[src/spi_pkg.sv]
`default_nettype none

////////////////////////////////////////////////////////////
// SPI bus timing
////////////////////////////////////////////////////////////

package spi_pkg;

	// CLK50MHZ cycles per SCK half period, 4 gives 6.25 MHz
	localparam int unsigned SCK_HALF = 4;

	// CLK50MHZ cycles with chip select high between two frames
	localparam int unsigned CS_GUARD = 2;

	// Divider counter runs 0 .. SCK_HALF-1
	// Keep at least one bit when SCK_HALF is 1
	localparam int unsigned SCK_CNT_W = (SCK_HALF > 1) ? $clog2(SCK_HALF) : 1;

endpackage

`default_nettype wire

[src/xfer_pkg.sv]
`default_nettype none

////////////////////////////////////////////////////////////
// Transfer word shared by client side and shifter
////////////////////////////////////////////////////////////

package xfer_pkg;

	// Bits per SPI frame
	localparam int unsigned WORD_W = 32;

	// One command or response word, MSB goes out first
	typedef logic [WORD_W-1:0] word_t;

endpackage

`default_nettype wire

[src/spi_if.sv]
`timescale 1ns/1ps
`default_nettype none

////////////////////////////////////////////////////////////
// Clock generator to shifter
////////////////////////////////////////////////////////////

interface spi_strobe_if;
	// Divider enable, high for the whole frame
	logic run;
	// Free running SCK level, low while run is low
	logic sck_phase;
	// Pulse on falling phase, plus one leading pulse after run rises
	logic write_trig;
	// Pulse on rising phase
	logic read_trig;

	modport gen (input run, output sck_phase, output write_trig, output read_trig);
	modport shifter (output run, input sck_phase, input write_trig, input read_trig);
endinterface

////////////////////////////////////////////////////////////
// Controller to shifter
////////////////////////////////////////////////////////////

interface spi_word_if;
	// Word to send, sampled with trig
	xfer_pkg::word_t data_in;
	// Start of one frame, only while the shifter waits
	logic trig;
	// Received word, valid together with done
	xfer_pkg::word_t data_out;
	// End of frame strobe
	logic done;

	modport ctrl (output data_in, output trig, input data_out, input done);
	modport shifter (input data_in, input trig, output data_out, output done);
endinterface

`default_nettype wire

[src/spi_clock_gen.sv]
`timescale 1ns/1ps
`default_nettype none

module spi_clock_gen (
	input  logic   CLK50MHZ,
	input  logic   RST,
	spi_strobe_if.gen strobe
);

	logic [spi_pkg::SCK_CNT_W-1:0] cnt;
	logic run_d;
	logic term;

	// Last cycle of the current SCK half period
	assign term = (cnt == spi_pkg::SCK_CNT_W'(spi_pkg::SCK_HALF - 1));

	// Run edge detect for the leading write strobe
	always_ff @(posedge CLK50MHZ) begin
		if (RST) begin
			run_d <= 1'b0;
		end else begin
			run_d <= strobe.run;
		end
	end

	////////////////////////////////////////////////////////////
	// Divider and strobes
	////////////////////////////////////////////////////////////

	always_ff @(posedge CLK50MHZ) begin
		if (RST) begin
			cnt              <= '0;
			strobe.sck_phase <= 1'b0;
			strobe.write_trig <= 1'b0;
			strobe.read_trig <= 1'b0;
		end else if (!strobe.run) begin
			// Parked low between frames
			cnt              <= '0;
			strobe.sck_phase <= 1'b0;
			strobe.write_trig <= 1'b0;
			strobe.read_trig <= 1'b0;
		end else begin
			if (term) begin
				cnt              <= '0;
				strobe.sck_phase <= ~strobe.sck_phase;
			end else begin
				cnt <= cnt + 1'b1;
			end
			// Leading pulse sets up the MSB before the first rising edge
			strobe.write_trig <= !run_d || (term && strobe.sck_phase);
			strobe.read_trig  <= term && !strobe.sck_phase;
		end
	end

	// Setup and sample points must never collide
	assert property (@(posedge CLK50MHZ) disable iff (RST)
		!(strobe.write_trig && strobe.read_trig))
	else $error("write_trig and read_trig high in the same cycle");

endmodule

`default_nettype wire

[src/spi_shifter.sv]
`timescale 1ns/1ps
`default_nettype none

module spi_shifter #(
	parameter int WIDTH = 32
) (
	input  logic     CLK50MHZ,
	input  logic     RST,
	spi_strobe_if.shifter strobe,
	spi_word_if.shifter   word,
	output logic     spi_sck,
	output logic     spi_cs,
	output logic     spi_mosi,
	input  logic     spi_miso
);

	typedef enum logic [1:0] {
		ST_WAIT,
		ST_SEND,
		ST_DONE,
		ST_GUARD
	} state_t;

	state_t state;

	// Counts write strobes, WIDTH of them carry data and one ends the frame
	logic [$clog2(WIDTH+1)-1:0] bit_idx;
	logic [$clog2(spi_pkg::CS_GUARD+1)-1:0] guard_cnt;
	logic [WIDTH-1:0] tx_reg;
	logic [WIDTH-1:0] rx_reg;
	logic last_bit;

	assign last_bit = (bit_idx == $bits(bit_idx)'(WIDTH));

	assign strobe.run    = (state == ST_SEND);
	assign word.done     = (state == ST_DONE);
	assign word.data_out = rx_reg;

	// SCK only toggles inside the frame
	assign spi_sck = strobe.sck_phase && (state == ST_SEND);

	////////////////////////////////////////////////////////////
	// Frame control
	////////////////////////////////////////////////////////////

	always_ff @(posedge CLK50MHZ) begin
		if (RST) begin
			state     <= ST_WAIT;
			bit_idx   <= '0;
			guard_cnt <= '0;
			spi_cs    <= 1'b1;
			spi_mosi  <= 1'b0;
		end else begin
			case (state)
				ST_WAIT: begin
					if (word.trig) begin
						state   <= ST_SEND;
						bit_idx <= '0;
						spi_cs  <= 1'b0;
					end
				end
				ST_SEND: begin
					if (strobe.write_trig) begin
						if (last_bit) begin
							// Falling edge after the last bit, line back to idle
							state    <= ST_DONE;
							spi_mosi <= 1'b0;
						end else begin
							spi_mosi <= tx_reg[WIDTH-1];
							bit_idx  <= bit_idx + 1'b1;
						end
					end
				end
				ST_DONE: begin
					state     <= ST_GUARD;
					guard_cnt <= '0;
					spi_cs    <= 1'b1;
				end
				ST_GUARD: begin
					if (guard_cnt == $bits(guard_cnt)'(spi_pkg::CS_GUARD - 1)) begin
						state <= ST_WAIT;
					end else begin
						guard_cnt <= guard_cnt + 1'b1;
					end
				end
				default: state <= ST_WAIT;
			endcase
		end
	end

	// Shift registers
	always_ff @(posedge CLK50MHZ) begin
		if (state == ST_WAIT && word.trig) begin
			tx_reg <= word.data_in;
		end else if (state == ST_SEND && strobe.write_trig && !last_bit) begin
			tx_reg <= {tx_reg[WIDTH-2:0], 1'b0};
		end
		if (state == ST_SEND && strobe.read_trig) begin
			rx_reg <= {rx_reg[WIDTH-2:0], spi_miso};
		end
	end

	////////////////////////////////////////////////////////////
	// Checks
	////////////////////////////////////////////////////////////

	assert property (@(posedge CLK50MHZ) disable iff (RST) spi_cs |-> !spi_sck)
	else $error("SCK high while chip select is high");

	assert property (@(posedge CLK50MHZ) disable iff (RST) word.done |=> !word.done)
	else $error("done longer than one cycle");

	// Controller must respect the guard time
	assert property (@(posedge CLK50MHZ) disable iff (RST) word.trig |-> state == ST_WAIT)
	else $error("trig while the shifter is not waiting");

endmodule

`default_nettype wire

[src/spi_xfer_ctrl.sv]
`timescale 1ns/1ps
`default_nettype none

module spi_xfer_ctrl (
	input  logic            CLK50MHZ,
	input  logic            RST,
	input  logic            cmd_valid,
	input  xfer_pkg::word_t cmd_data,
	output logic            cmd_ready,
	output logic            rsp_valid,
	output xfer_pkg::word_t rsp_data,
	input  logic            rsp_ready,
	spi_word_if.ctrl        word
);

	typedef enum logic [1:0] {
		ST_IDLE,
		ST_BUSY,
		ST_RESP
	} state_t;

	state_t state;
	xfer_pkg::word_t cmd_word;

	// One transfer in flight at a time
	assign cmd_ready = (state == ST_IDLE);
	assign rsp_valid = (state == ST_RESP);

	assign word.data_in = cmd_word;

	////////////////////////////////////////////////////////////
	// Handshake state machine
	////////////////////////////////////////////////////////////

	always_ff @(posedge CLK50MHZ) begin
		if (RST) begin
			state     <= ST_IDLE;
			word.trig <= 1'b0;
		end else begin
			word.trig <= 1'b0;
			case (state)
				ST_IDLE: begin
					if (cmd_valid) begin
						state     <= ST_BUSY;
						word.trig <= 1'b1;
					end
				end
				ST_BUSY: begin
					if (word.done) begin
						state <= ST_RESP;
					end
				end
				ST_RESP: begin
					if (rsp_ready) begin
						state <= ST_IDLE;
					end
				end
				default: state <= ST_IDLE;
			endcase
		end
	end

	// Command word and response word
	always_ff @(posedge CLK50MHZ) begin
		if (state == ST_IDLE && cmd_valid) begin
			cmd_word <= cmd_data;
		end
		if (state == ST_BUSY && word.done) begin
			rsp_data <= word.data_out;
		end
	end

	// Response must hold under back-pressure
	assert property (@(posedge CLK50MHZ) disable iff (RST)
		rsp_valid && !rsp_ready |=> $stable(rsp_data))
	else $error("rsp_data changed while the response was stalled");

endmodule

`default_nettype wire

[src/spi_master_top.sv]
`timescale 1ns/1ps
`default_nettype none

module spi_master_top (
	input  logic            CLK50MHZ,
	input  logic            RST,
	// Command channel
	input  logic            cmd_valid,
	input  xfer_pkg::word_t cmd_data,
	output logic            cmd_ready,
	// Response channel
	output logic            rsp_valid,
	output xfer_pkg::word_t rsp_data,
	input  logic            rsp_ready,
	// SPI pins, mode 0
	output logic            spi_sck,
	output logic            spi_cs,
	output logic            spi_mosi,
	input  logic            spi_miso
);

	spi_strobe_if strobe_bus ();
	spi_word_if   word_bus ();

	////////////////////////////////////////////////////////////
	// Blocks
	////////////////////////////////////////////////////////////

	spi_clock_gen i_spi_clock_gen (
		.CLK50MHZ (CLK50MHZ),
		.RST      (RST),
		.strobe   (strobe_bus.gen)
	);

	spi_shifter #(
		.WIDTH (xfer_pkg::WORD_W)
	) i_spi_shifter (
		.CLK50MHZ (CLK50MHZ),
		.RST      (RST),
		.strobe   (strobe_bus.shifter),
		.word     (word_bus.shifter),
		.spi_sck  (spi_sck),
		.spi_cs   (spi_cs),
		.spi_mosi (spi_mosi),
		.spi_miso (spi_miso)
	);

	spi_xfer_ctrl i_spi_xfer_ctrl (
		.CLK50MHZ  (CLK50MHZ),
		.RST       (RST),
		.cmd_valid (cmd_valid),
		.cmd_data  (cmd_data),
		.cmd_ready (cmd_ready),
		.rsp_valid (rsp_valid),
		.rsp_data  (rsp_data),
		.rsp_ready (rsp_ready),
		.word      (word_bus.ctrl)
	);

endmodule

`default_nettype wire

[config.mk]
export PLATFORM = sky130hd
export DESIGN_NAME = spi_master_top
export DESIGN_NICKNAME = d
export VERILOG_FILES = /design/src/spi_pkg.sv /design/src/xfer_pkg.sv /design/src/spi_if.sv /design/src/spi_clock_gen.sv /design/src/spi_shifter.sv /design/src/spi_xfer_ctrl.sv /design/src/spi_master_top.sv
export SDC_FILE = /design/constraint.sdc
export NUM_CORES = 1
export LEC_CHECK = 0
export ABC_AREA = 1
export ABC_CLOCK_PERIOD_IN_PS = 3500
export BUFFER_PORTS_ARGS = -buffer_cell sky130_fd_sc_hd__buf_2
export CAP_MARGIN = 20
export CORE_MARGIN = 2
export CORE_UTILIZATION = 38
export DETAILED_ROUTE_END_ITERATION = 6
export PLACE_DENSITY = 0.66
export SLEW_MARGIN = 20
export SYNTH_ARGS = -nofsm -noshare
export SYNTH_HDL_FRONTEND = slang
export SYNTH_SLANG_ARGS = --single-unit
[constraint.sdc]
create_clock -name CLK50MHZ -period 3.5 [get_ports CLK50MHZ]
set_input_delay 0.35 -clock CLK50MHZ [delete_from_list [all_inputs] [get_ports CLK50MHZ]]
set_output_delay 0.35 -clock CLK50MHZ [all_outputs]
set_load 0.05 [all_outputs]
==> reports/qor.csv, run 1 <==
stage,metric,value,unit
status,result of the run,"complete, no violations",
floorplan,Total Die Area,0.0152,mm2
logic_synthesis,area share of the leading cell type in the synthesized netlist,70.9,%
placement,dpl hpwl,5.26,mm
timing,tightest hold margin,117,ps
layout,count of antenna diodes in the layout,0,
layout,ratio of cells with drive above 1 in the final layout,35.4,%
layout,utilization after layout,47.3,%
flow_run,reported max-cap violation count,0,
timing,share of the cycle needed by the critical path after routing,65.3,%
route,starting DRC count in detailed routing,202,
logic_synthesis,proportion of register bits with asynchronous set or reset after synthesis,0,%
setup_path,"Critical Path, Cell by Cell",inv_1 -> ha_1 -> nand2_2 -> o21ai_2 -> buf_4,
timing,final slew viol count,0,
logic_synthesis,dominant cell type by area after synthesis,edfxtp_1,
pwr,power density normalized to cell area,705,mW/mm2
global_routing,first-pass GRT wire length,13.1,mm
placement,I/O Buffers,73,
floorplan,Initial Util,38.9,%
floorplan,Core Box Area,0.0139,mm2
setup_path,element type at the critical path start,flip-flop,
logic_synthesis,proportion of synthesized chip area in sequential cells,78.7,%
route,DRC violations left,0,
logic_synthesis,syn_nets,358,
route,routed wirelength normalized by instance count,13.6,um
clock_network,Setup Buffers After CTS,0,
setup_path,arrival time of data at the critical path endpoint,2350,ps
setup_path,critical path type,flip-flop to flip-flop,
clock_network,clock insertion delay at the later pin of the skew report,410,ps
global_routing,via count of the first global-routing pass,2687,
logic_synthesis,synthesis warning total,0,
logic_synthesis,leading cell types by total area after synthesis,"edfxtp_1 (71%), dfxtp_1 (7.8%), mux2_4 (7.5%)",
layout,most frequent cells in the layout,"edfxtp_1 (128), buf_2 (73), mux2_4 (27)",
clock_network,number of buffers on the longest clock path,2,
layout,Layout Nets,448,
logic_synthesis,Syn Area/Cell,17.4,um2
layout,layout overhead on the synthesized area,21.5,%
floorplan,Die X,123,um
clock_network,count of cells resized by post-cts repair,0,
setup_path,Critical Path End Type,flip-flop,
route,First-pass DRT Iterations,4,
timing,setup repair after global routing missed its margin,no,
global_routing,global router's overall resource usage,11.7,%
clock_network,clock tree root buffer cell,clkbuf_16,
route,via count,2675,
timing,number of failing setup endpoints in the final timing report,0,
global_routing,total congestion overflow after global routing,0,
timing,pin slew with the least headroom to its limit,1030,ps
setup_path,"slowest stage delay, CP",600,ps
logic_synthesis,number of distinct library cells after synthesis,23,
layout,count of non-filler cells in the finished layout,595,
route,vias per cell,4.50,
clock_network,clock transition at the registers of the reported paths,60,ps
floorplan,die span in y,123,um
layout,"leading cell type in the layout, fill and taps excluded",edfxtp_1,
worst_hold_path,HP Class,input port to flip-flop,
timing,Max Fclk,437,MHz
logic_synthesis,Syn Std Cell Area,0.00542,mm2
clock_network,# H-tree levels,4,
clock_network,CTS buffer count,17,
timing,clock period minus worst slack,2290,ps
logic_synthesis,count of flip-flops with a built-in enable after synthesis,128,
timing,final-report hold violation count,0,
pwr,leakage power,2.53,nW
floorplan,site row count,43,
setup_path,worst-path fanout max,34,
placement,placer congestion estimate,0.790,
clock_network,hold_buf cts,0,
pwr,maximum ir drop on the vdd rail,0.000610,V
route,antenna-violating nets left,0,
timing,relative max-transition margin,31.1,%
route,total wire length after detailed routing,8.08,mm
global_routing,number of antenna violations at the first check in global routing,0,
setup_path,cell with the largest stage delay on the worst path,nand2_2,
setup_path,required arrival time at the worst endpoint,3560,ps
logic_synthesis,Seq cells post-synth,149,
global_routing,largest net degree at the start of global routing,35,
clock_network,TritonCTS clock tree,yes,
clock_network,sinks on the clock net,149,
timing,TNS Setup,0,ps
floorplan,I/O pin count,74,
placement,count of placed standard cells including taps,563,
logic_synthesis,Gate Count Post-Synth,312,
logic_synthesis,top flip-flop cell by instance count after synthesis,edfxtp_1,
timing,clock tree skew after final layout,7.67,ps
-- worst max-delay path, delay by kind of cell (launching register included) --
kind | cells | cell delay [ps]
AO/OA/AOI/OAI | 1 | 210
buffers and inverters | 2 | 520
AND/OR/NAND/NOR | 1 | 600
adder cells (fa/ha/maj) | 1 | 250
flip-flops | 1 | 340
-- per-stage QoR --
stage               setup WS, ps  total power, W  instance area [um2]
detailed placement          1180         0.00285                 5990
floorplan                    814         0.00272                 5420
CTS                         1180         0.00470                 6590
global placement            1300         0.00282                 5990
global route                1020         0.00486                 6590
finish                      1210         0.00465                 6590
-- Yosys cell counts (4+ instances only) --
cell / instances
nor2_1: 17
nand3_1: 8
nand4_1: 5
buf_6: 4
o21ai_0: 6
edfxtp_1: 128
a21oi_1: 11
mux2_2: 4
inv_1: 27
ha_1: 9
mux2_4: 27
dfxtp_1: 21
nand2_1: 26
o21ai_1: 4
-- cell families after synthesis --
kind of cell / count (synthesis) / synth area share [%]
flip-flops: 149 / 78.7
AND/OR/NAND/NOR: 64 / 5.42
buffers and inverters: 35 / 3.00
multiplexers: 31 / 8.31
AO/OA/AOI/OAI: 24 / 2.54
adder cells (fa/ha/maj): 9 / 2.08
-- power breakdown --
part           switching [W]  internal (W)  total, W
registers          0.0000624       0.00210   0.00217
clock network       0.000652       0.00118   0.00184
logic               0.000383      0.000262  0.000645
-- final timing paths --
kind,start,endpoint,slack [ps],cells past startpoint
max,i_spi_shifter.state[0]$_SDFFE_PP0P_,i_spi_shifter.tx_reg[21]$_DFFE_PP_,1210,5
min,cmd_data[0],i_spi_xfer_ctrl.word.data_in[0]$_DFFE_PP_,120,1
max reg2reg,i_spi_shifter.state[0]$_SDFFE_PP0P_,i_spi_shifter.tx_reg[21]$_DFFE_PP_,1210,5
min reg2reg,i_spi_clock_gen.cnt[0]$_SDFF_PP0_,i_spi_clock_gen.cnt[0]$_SDFF_PP0_,420,1
-- final cells by class --
| type | count | area (um2) |
|---|---|---|
| fill | 1165 | 7350 |
| sequential | 149 | 4260 |
| multi-input combinational | 128 | 998 |
| clock buffer | 21 | 440 |
| timing repair buffer | 76 | 388 |
| tap | 180 | 225 |
| clock inverter | 11 | 158 |
| inverter | 30 | 113 |
-- per-layer routing --
| layer | vias up | wire, um | track usage (%) |
|---|---|---|---|
| li1 | 1308 | - | - |
| met1 | 1284 | 3940 | 15.4 |
| met5 | - | 0 | 0 |
| met3 | 4 | 475 | 5.35 |
| met4 | 0 | 48 | 4.40 |
| met2 | 79 | 3620 | 16.8 |
(Power assumes the default switching activity.)
==> run 2: changes to the inputs <==
--- a/config.mk
+++ b/config.mk
@@ -6,7 +6,7 @@
 export NUM_CORES = 1
 export LEC_CHECK = 0
 export ABC_AREA = 1
-export ABC_CLOCK_PERIOD_IN_PS = 3500
+export ABC_CLOCK_PERIOD_IN_PS = 1850
 export BUFFER_PORTS_ARGS = -buffer_cell sky130_fd_sc_hd__buf_2
 export CAP_MARGIN = 20
 export CORE_MARGIN = 2
==> constraint.sdc (replaced) <==
create_clock -name CLK50MHZ -period 1.85 [get_ports CLK50MHZ]
set_input_delay 0.185 -clock CLK50MHZ [delete_from_list [all_inputs] [get_ports CLK50MHZ]]
set_output_delay 0.185 -clock CLK50MHZ [all_outputs]
set_load 0.05 [all_outputs]
==> run 2 against run 1 <==
Die area unchanged. Via count rose by 5.5%. Total power up 92%. Clock skew up 4.0 ps. Worst setup slack worse by 1100 ps. Cell area up 6.7%. Combinational power rose by 110%. Critical path type is now flip-flop to output port. Cell count up 6.2%. First-iteration DRC count increased by 31%.
==> reports/qor.csv, run 2 (synthesized netlist as in run 1, its figures left out) <==
stage,metric,value,unit
status,result of the run,"complete, no violations",
floorplan,site row count,43,
global_routing,number of antenna violations at the first check in global routing,0,
setup_path,required arrival time at the worst endpoint,1660,ps
clock_network,number of buffers on the longest clock path,2,
floorplan,die span in y,123,um
global_routing,total congestion overflow after global routing,0,
layout,filler cell count in the final layout,1147,
clock_network,clock insertion delay at the later pin of the skew report,410,ps
layout,ratio of cells with drive above 1 in the final layout,35.2,%
setup_path,Critical Path End Type,output port,
layout,Seq. cell area,0.00427,mm2
timing,final-report hold violation count,0,
layout,most frequent cells in the layout,"edfxtp_1 (128), buf_2 (72), dlygate4sd3_1 (33)",
setup_path,element type at the critical path start,flip-flop,
timing,clock tree skew after final layout,11.7,ps
floorplan,Initial Util,38.9,%
floorplan,Core Box Area,0.0139,mm2
global_routing,largest net degree at the start of global routing,33,
global_routing,global router's overall resource usage,12.9,%
route,total wire length after detailed routing,9.06,mm
placement,dpl hpwl,5.70,mm
pwr,leakage power,2.69,nW
clock_network,# H-tree levels,4,
placement,placer congestion estimate,0.767,
route,via count,2821,
clock_network,Setup Buffers After CTS,0,
clock_network,TritonCTS clock tree,yes,
flow_run,reported max-cap violation count,0,
clock_network,clock transition at the registers of the reported paths,70,ps
setup_path,R2R cell count,5,
timing,final slew viol count,0,
route,antenna-violating nets left,0,
clock_network,sinks on the clock net,149,
pwr,power density normalized to cell area,1270,mW/mm2
timing,tightest hold margin,30.1,ps
timing,setup repair after global routing missed its margin,no,
layout,multi-input logic area,0.00101,mm2
clock_network,clock tree root buffer cell,clkbuf_16,
worst_hold_path,worst hold path depth,4,
route,routed wirelength normalized by instance count,14.3,um
global_routing,via count of the first global-routing pass,2942,
floorplan,Total Die Area,0.0152,mm2
setup_path,critical path type,flip-flop to output port,
timing,clock period minus worst slack,1720,ps
clock_network,CTS buffer count,17,
route,DRC violations left,0,
floorplan,I/O pin count,74,
timing,Max Fclk,581,MHz
timing,relative max-transition margin,55.5,%
setup_path,arrival time of data at the critical path endpoint,1540,ps
floorplan,Die X,123,um
placement,I/O Buffers,73,
timing,TNS Setup,0,ps
timing,pin slew with the least headroom to its limit,665,ps
route,vias per cell,4.46,
layout,count of antenna diodes in the layout,0,
worst_hold_path,HP Class,input port to flip-flop,
layout,Layout Nets,485,
setup_path,worst-path fanout max,9,
pwr,maximum ir drop on the vdd rail,0.000663,V
timing,share of the cycle needed by the critical path after routing,93.0,%
timing,number of failing setup endpoints in the final timing report,0,
route,First-pass DRT Iterations,4,
route,starting DRC count in detailed routing,265,
global_routing,first-pass GRT wire length,14.5,mm
layout,layout overhead on the synthesized area,29.7,%
layout,"leading cell type in the layout, fill and taps excluded",edfxtp_1,
[run 2: cell count changes in the layout (fill, tap and decap cells not counted), moves of 3 or more]
cell	previous run	this run
dlygate4sd3_1	0	33
buf_12	0	5
clkinv_2	3	0
inv_6	0	6
clkbuf_1	4	0
clkinvlp_4	2	6
[run 2: through the flow]
stage	setup slack (ps)	utilization (%)	cells	area, um2	total power [W]
after global placement	220	43.7	567	6090	0.00542
after CTS	38.1	50.4	632	7020	0.00897
after detailed placement	173	43.7	567	6090	0.00548
after floorplan	52.2	-	312	5440	0.00515
after global routing	5.66	50.4	632	7030	0.00930
final	129	50.4	632	7030	0.00890
[run 2: final cells by class]
| cell class | count | area share (%) |
|---|---|---|
| Clock buffer | 17 | 6.05 |
| Clock inverter | 15 | 2.39 |
| Inverter | 30 | 1.66 |
| Multi-Input combinational cell | 128 | 14.3 |
| Sequential cell | 149 | 60.7 |
| Tap cell | 180 | 3.20 |
| Timing Repair Buffer | 113 | 11.7 |
[run 2: worst paths after layout]
check / startpoint / to / slack, ps
setup / recovery: i_spi_shifter.state[1]$_SDFFE_PP0P_ / spi_sck / 130
hold / removal: rsp_ready / i_spi_xfer_ctrl.state[1]$_SDFFE_PP0P_ / 30
setup reg to reg: i_spi_shifter.state[0]$_SDFFE_PP0P_ / i_spi_shifter.tx_reg[27]$_DFFE_PP_ / 150
hold reg to reg: i_spi_clock_gen.run_d$_SDFF_PP0_ / i_spi_clock_gen.strobe.write_trig$_SDFF_PP0_ / 410
[run 2: worst max-delay path, cell delays in order (launching register included)]
cell and delay [ps]:
dfxtp_2 340, inv_1 100, ha_1 200, buf_6 160
nand2_1 70, inv_1 90, buf_6 160
[run 2: routing by layer]
metal,wire length [um],GRT usage (%),up-vias
met3,435,3.87,13
met5,0,0,-
met2,4420,20.6,76
met4,133,5.82,0
met1,4070,16.0,1345
li1,-,-,1387
[run 2: report_power, final]
group	internal (W)	switching (W)	total, W
Clock	0.00201	0.00142	0.00343
Sequential	0.00398	0.000126	0.00410
Combinational	0.000601	0.000761	0.00136
[run 2: timing repair]
item | CTS | global route
gates resized for setup | 1 | 3
endpoints found under the hold margin | 33 | 0
hold buffers | 33 | 0
endpoints found under the setup margin | 1 | 1
==> run 3: changes to the inputs <==
--- a/config.mk
+++ b/config.mk
@@ -6,13 +6,12 @@
 export NUM_CORES = 1
 export LEC_CHECK = 0
 export ABC_AREA = 1
-export ABC_CLOCK_PERIOD_IN_PS = 1850
+export ABC_CLOCK_PERIOD_IN_PS = 2100
 export BUFFER_PORTS_ARGS = -buffer_cell sky130_fd_sc_hd__buf_2
 export CAP_MARGIN = 20
-export CORE_MARGIN = 2
 export CORE_UTILIZATION = 38
 export DETAILED_ROUTE_END_ITERATION = 6
-export PLACE_DENSITY = 0.66
+export PLACE_DENSITY = 0.64
 export SLEW_MARGIN = 20
 export SYNTH_ARGS = -nofsm -noshare
 export SYNTH_HDL_FRONTEND = slang
==> constraint.sdc (replaced) <==
create_clock -name CLK50MHZ -period 2.1 [get_ports CLK50MHZ]
set_input_delay 0.21 -clock CLK50MHZ [delete_from_list [all_inputs] [get_ports CLK50MHZ]]
set_output_delay 0.21 -clock CLK50MHZ [all_outputs]
set_load 0.05 [all_outputs]
==> run 3 against run 2 <==
Clock skew is 4.7 ps lower. Clock-buffer cell count stayed put. Global-route usage rose by 0.16 points. Cell count shrank 0.47%. Sequential share of layout area is 0.29 points higher. Critical path type unchanged. Largest cell class unchanged. Highest routed layer unchanged.
==> reports/qor.csv, run 3 (synthesized netlist as in run 1, its figures left out) <==
stage,metric,value,unit
timing,final-report hold violation count,0,
pwr,total internal power,0.00597,W
clock_network,clock tree root buffer cell,clkbuf_16,
clock_network,clock transition at the registers of the reported paths,60,ps
layout,most frequent cells in the layout,"edfxtp_1 (128), buf_2 (73), dlygate4sd3_1 (33)",
status,result of the run,"complete, no violations",
floorplan,Die X,121,um
pwr,maximum ir drop on the vdd rail,0.000769,V
route,DRC violations left,0,
clock_network,TritonCTS clock tree,yes,
flow_run,reported max-cap violation count,0,
clock_network,sinks on the clock net,149,
floorplan,I/O pin count,74,
layout,utilization after layout,50.4,%
clock_network,CTS buffer count,17,
layout,layout overhead on the synthesized area,29.0,%
layout,Layout Nets,482,
timing,pin slew with the least headroom to its limit,665,ps
setup_path,critical path type,flip-flop to output port,
clock_network,number of buffers on the longest clock path,2,
clock_network,clock insertion delay at the later pin of the skew report,420,ps
timing,clock period minus worst slack,1880,ps
setup_path,element type at the critical path start,flip-flop,
timing,tightest hold margin,52.0,ps
route,total wire length after detailed routing,8.67,mm
worst_hold_path,HP Class,input port to flip-flop,
timing,final slew viol count,0,
setup_path,worst-path fanout max,10,
layout,ratio of cells with drive above 1 in the final layout,33.9,%
floorplan,Core Box Area,0.0139,mm2
global_routing,first-pass GRT wire length,13.9,mm
pwr,switching component of the power,0.00190,W
global_routing,largest net degree at the start of global routing,35,
timing,"Worst Setup Slack, final",224,ps
global_routing,number of antenna violations at the first check in global routing,0,
setup_path,"slowest stage delay, CP",340,ps
placement,Post-Place Worst Slack,279,ps
route,starting DRC count in detailed routing,284,
floorplan,site row count,43,
floorplan,die span in y,121,um
worst_hold_path,Hold Startpoint,rsp_ready,
route,antenna-violating nets left,0,
layout,"leading cell type in the layout, fill and taps excluded",edfxtp_1,
setup_path,cell with the largest stage delay on the worst path,ha_2,
setup_path,Worst path top cell family by delay,buffers and inverters,
layout,filler cell count in the final layout,1147,
placement,placer congestion estimate,0.747,
pwr,clock network power share,39.6,%
timing,Max Fclk,533,MHz
floorplan,Total Die Area,0.0147,mm2
global_routing,total congestion overflow after global routing,0,
setup_path,dominant cell type by count on the critical path,inv_1,
timing,clock tree skew after final layout,6.98,ps
setup_path,arrival time of data at the critical path endpoint,1670,ps
clock_network,Setup Buffers After CTS,0,
pwr,portion of total power attributed to combinational logic,14.6,%
timing,TNS Setup,0,ps
setup_path,Buffers & Inverters on Critical Path,3,
timing,setup repair after global routing missed its margin,no,
global_routing,global router's overall resource usage,13.0,%
placement,I/O Buffers,73,
layout,count of antenna diodes in the layout,0,
setup_path,start point of the critical path,i_spi_shifter.state[1]$_SDFFE_PP0P_,
global_routing,via count of the first global-routing pass,2791,
setup_path,startpoint of the most critical register-to-register path,i_spi_shifter.state[0]$_SDFFE_PP0P_,
timing,number of failing setup endpoints in the final timing report,0,
pwr,part of the power in registers,45.9,%
pwr,power density normalized to cell area,1130,mW/mm2
setup_path,required arrival time at the worst endpoint,1890,ps
route,vias per cell,4.46,
pwr,leakage power,2.68,nW
route,via count,2806,
setup_path,Critical Path End Type,output port,
pwr,fraction of power spent switching nets,24.2,%
route,routed wirelength normalized by instance count,13.8,um
timing,relative max-transition margin,55.6,%
floorplan,Initial Util,39.1,%
setup_path,"Critical Path, Cell by Cell",inv_1 -> ha_2 -> nand2_1 -> inv_1 -> buf_2,
clock_network,# H-tree levels,4,
route,First-pass DRT Iterations,4,
placement,dpl hpwl,5.27,mm
timing,share of the cycle needed by the critical path after routing,89.3,%
## run 3: worst paths after layout
path	endpoint	slack, ps	cells past startpoint
max	spi_sck	220	5
min	i_spi_xfer_ctrl.state[1]$_SDFFE_PP0P_	50	4
max reg2reg	i_spi_shifter.tx_reg[17]$_DFFE_PP_	360	5
min reg2reg	i_spi_clock_gen.strobe.write_trig$_SDFF_PP0_	410	1
## run 3: cell type report
class / instances / area [um2] / share of cell area (%)
Multi-Input combinational cell: 128 / 1000 / 14.3
Sequential cell: 149 / 4260 / 61.0
Clock buffer: 17 / 425 / 6.08
Timing Repair Buffer: 110 / 776 / 11.1
Tap cell: 180 / 225 / 3.22
Inverter: 30 / 116 / 1.66
Clock inverter: 15 / 186 / 2.67
## run 3: through the flow
| step | power, W | area, um2 | instances |
|---|---|---|---|
| finish | 0.00787 | 6990 | 629 |
| global route | 0.00823 | 6990 | 629 |
| CTS | 0.00796 | 6990 | 629 |
| detailed placement | 0.00477 | 6050 | 564 |
| global placement | 0.00473 | 6050 | 564 |
| floorplan | 0.00453 | 5430 | 312 |
## run 3: per-layer routing
layer | up-vias | share of wire, % | global-route usage, %
li1 | 1382 | - | -
met1 | 1325 | 46 | 16.2
met2 | 84 | 47 | 19.6
met3 | 15 | 4.9 | 4.51
met4 | 0 | 1.9 | 7.41
met5 | - | 0 | 0
## run 3: worst register-to-register path: stages, from the launching register on
cell and delay (ps):
dfxtp_1 390, inv_1 100, ha_1 260, nand2_2 110, buf_12 250, mux2_2 380
## run 3: power by group through the flow
stage	Sequential, W	Clock [W]	Combinational, W
after floorplan	0.00370	0	0.000829
after global placement	0.00366	0	0.00107
after detailed placement	0.00367	0	0.00110
after CTS	0.00361	0.00320	0.00115
after global routing	0.00363	0.00334	0.00126
final	0.00361	0.00312	0.00115
## run 3: what timing repair did
| item | in CTS | in global routing |
|---|---|---|
| hold buffers | 33 | 0 |
| setup endpoints to repair | 0 | 1 |
| gates resized for setup | 0 | 1 |
| endpoints found under the hold margin | 33 | 0 |
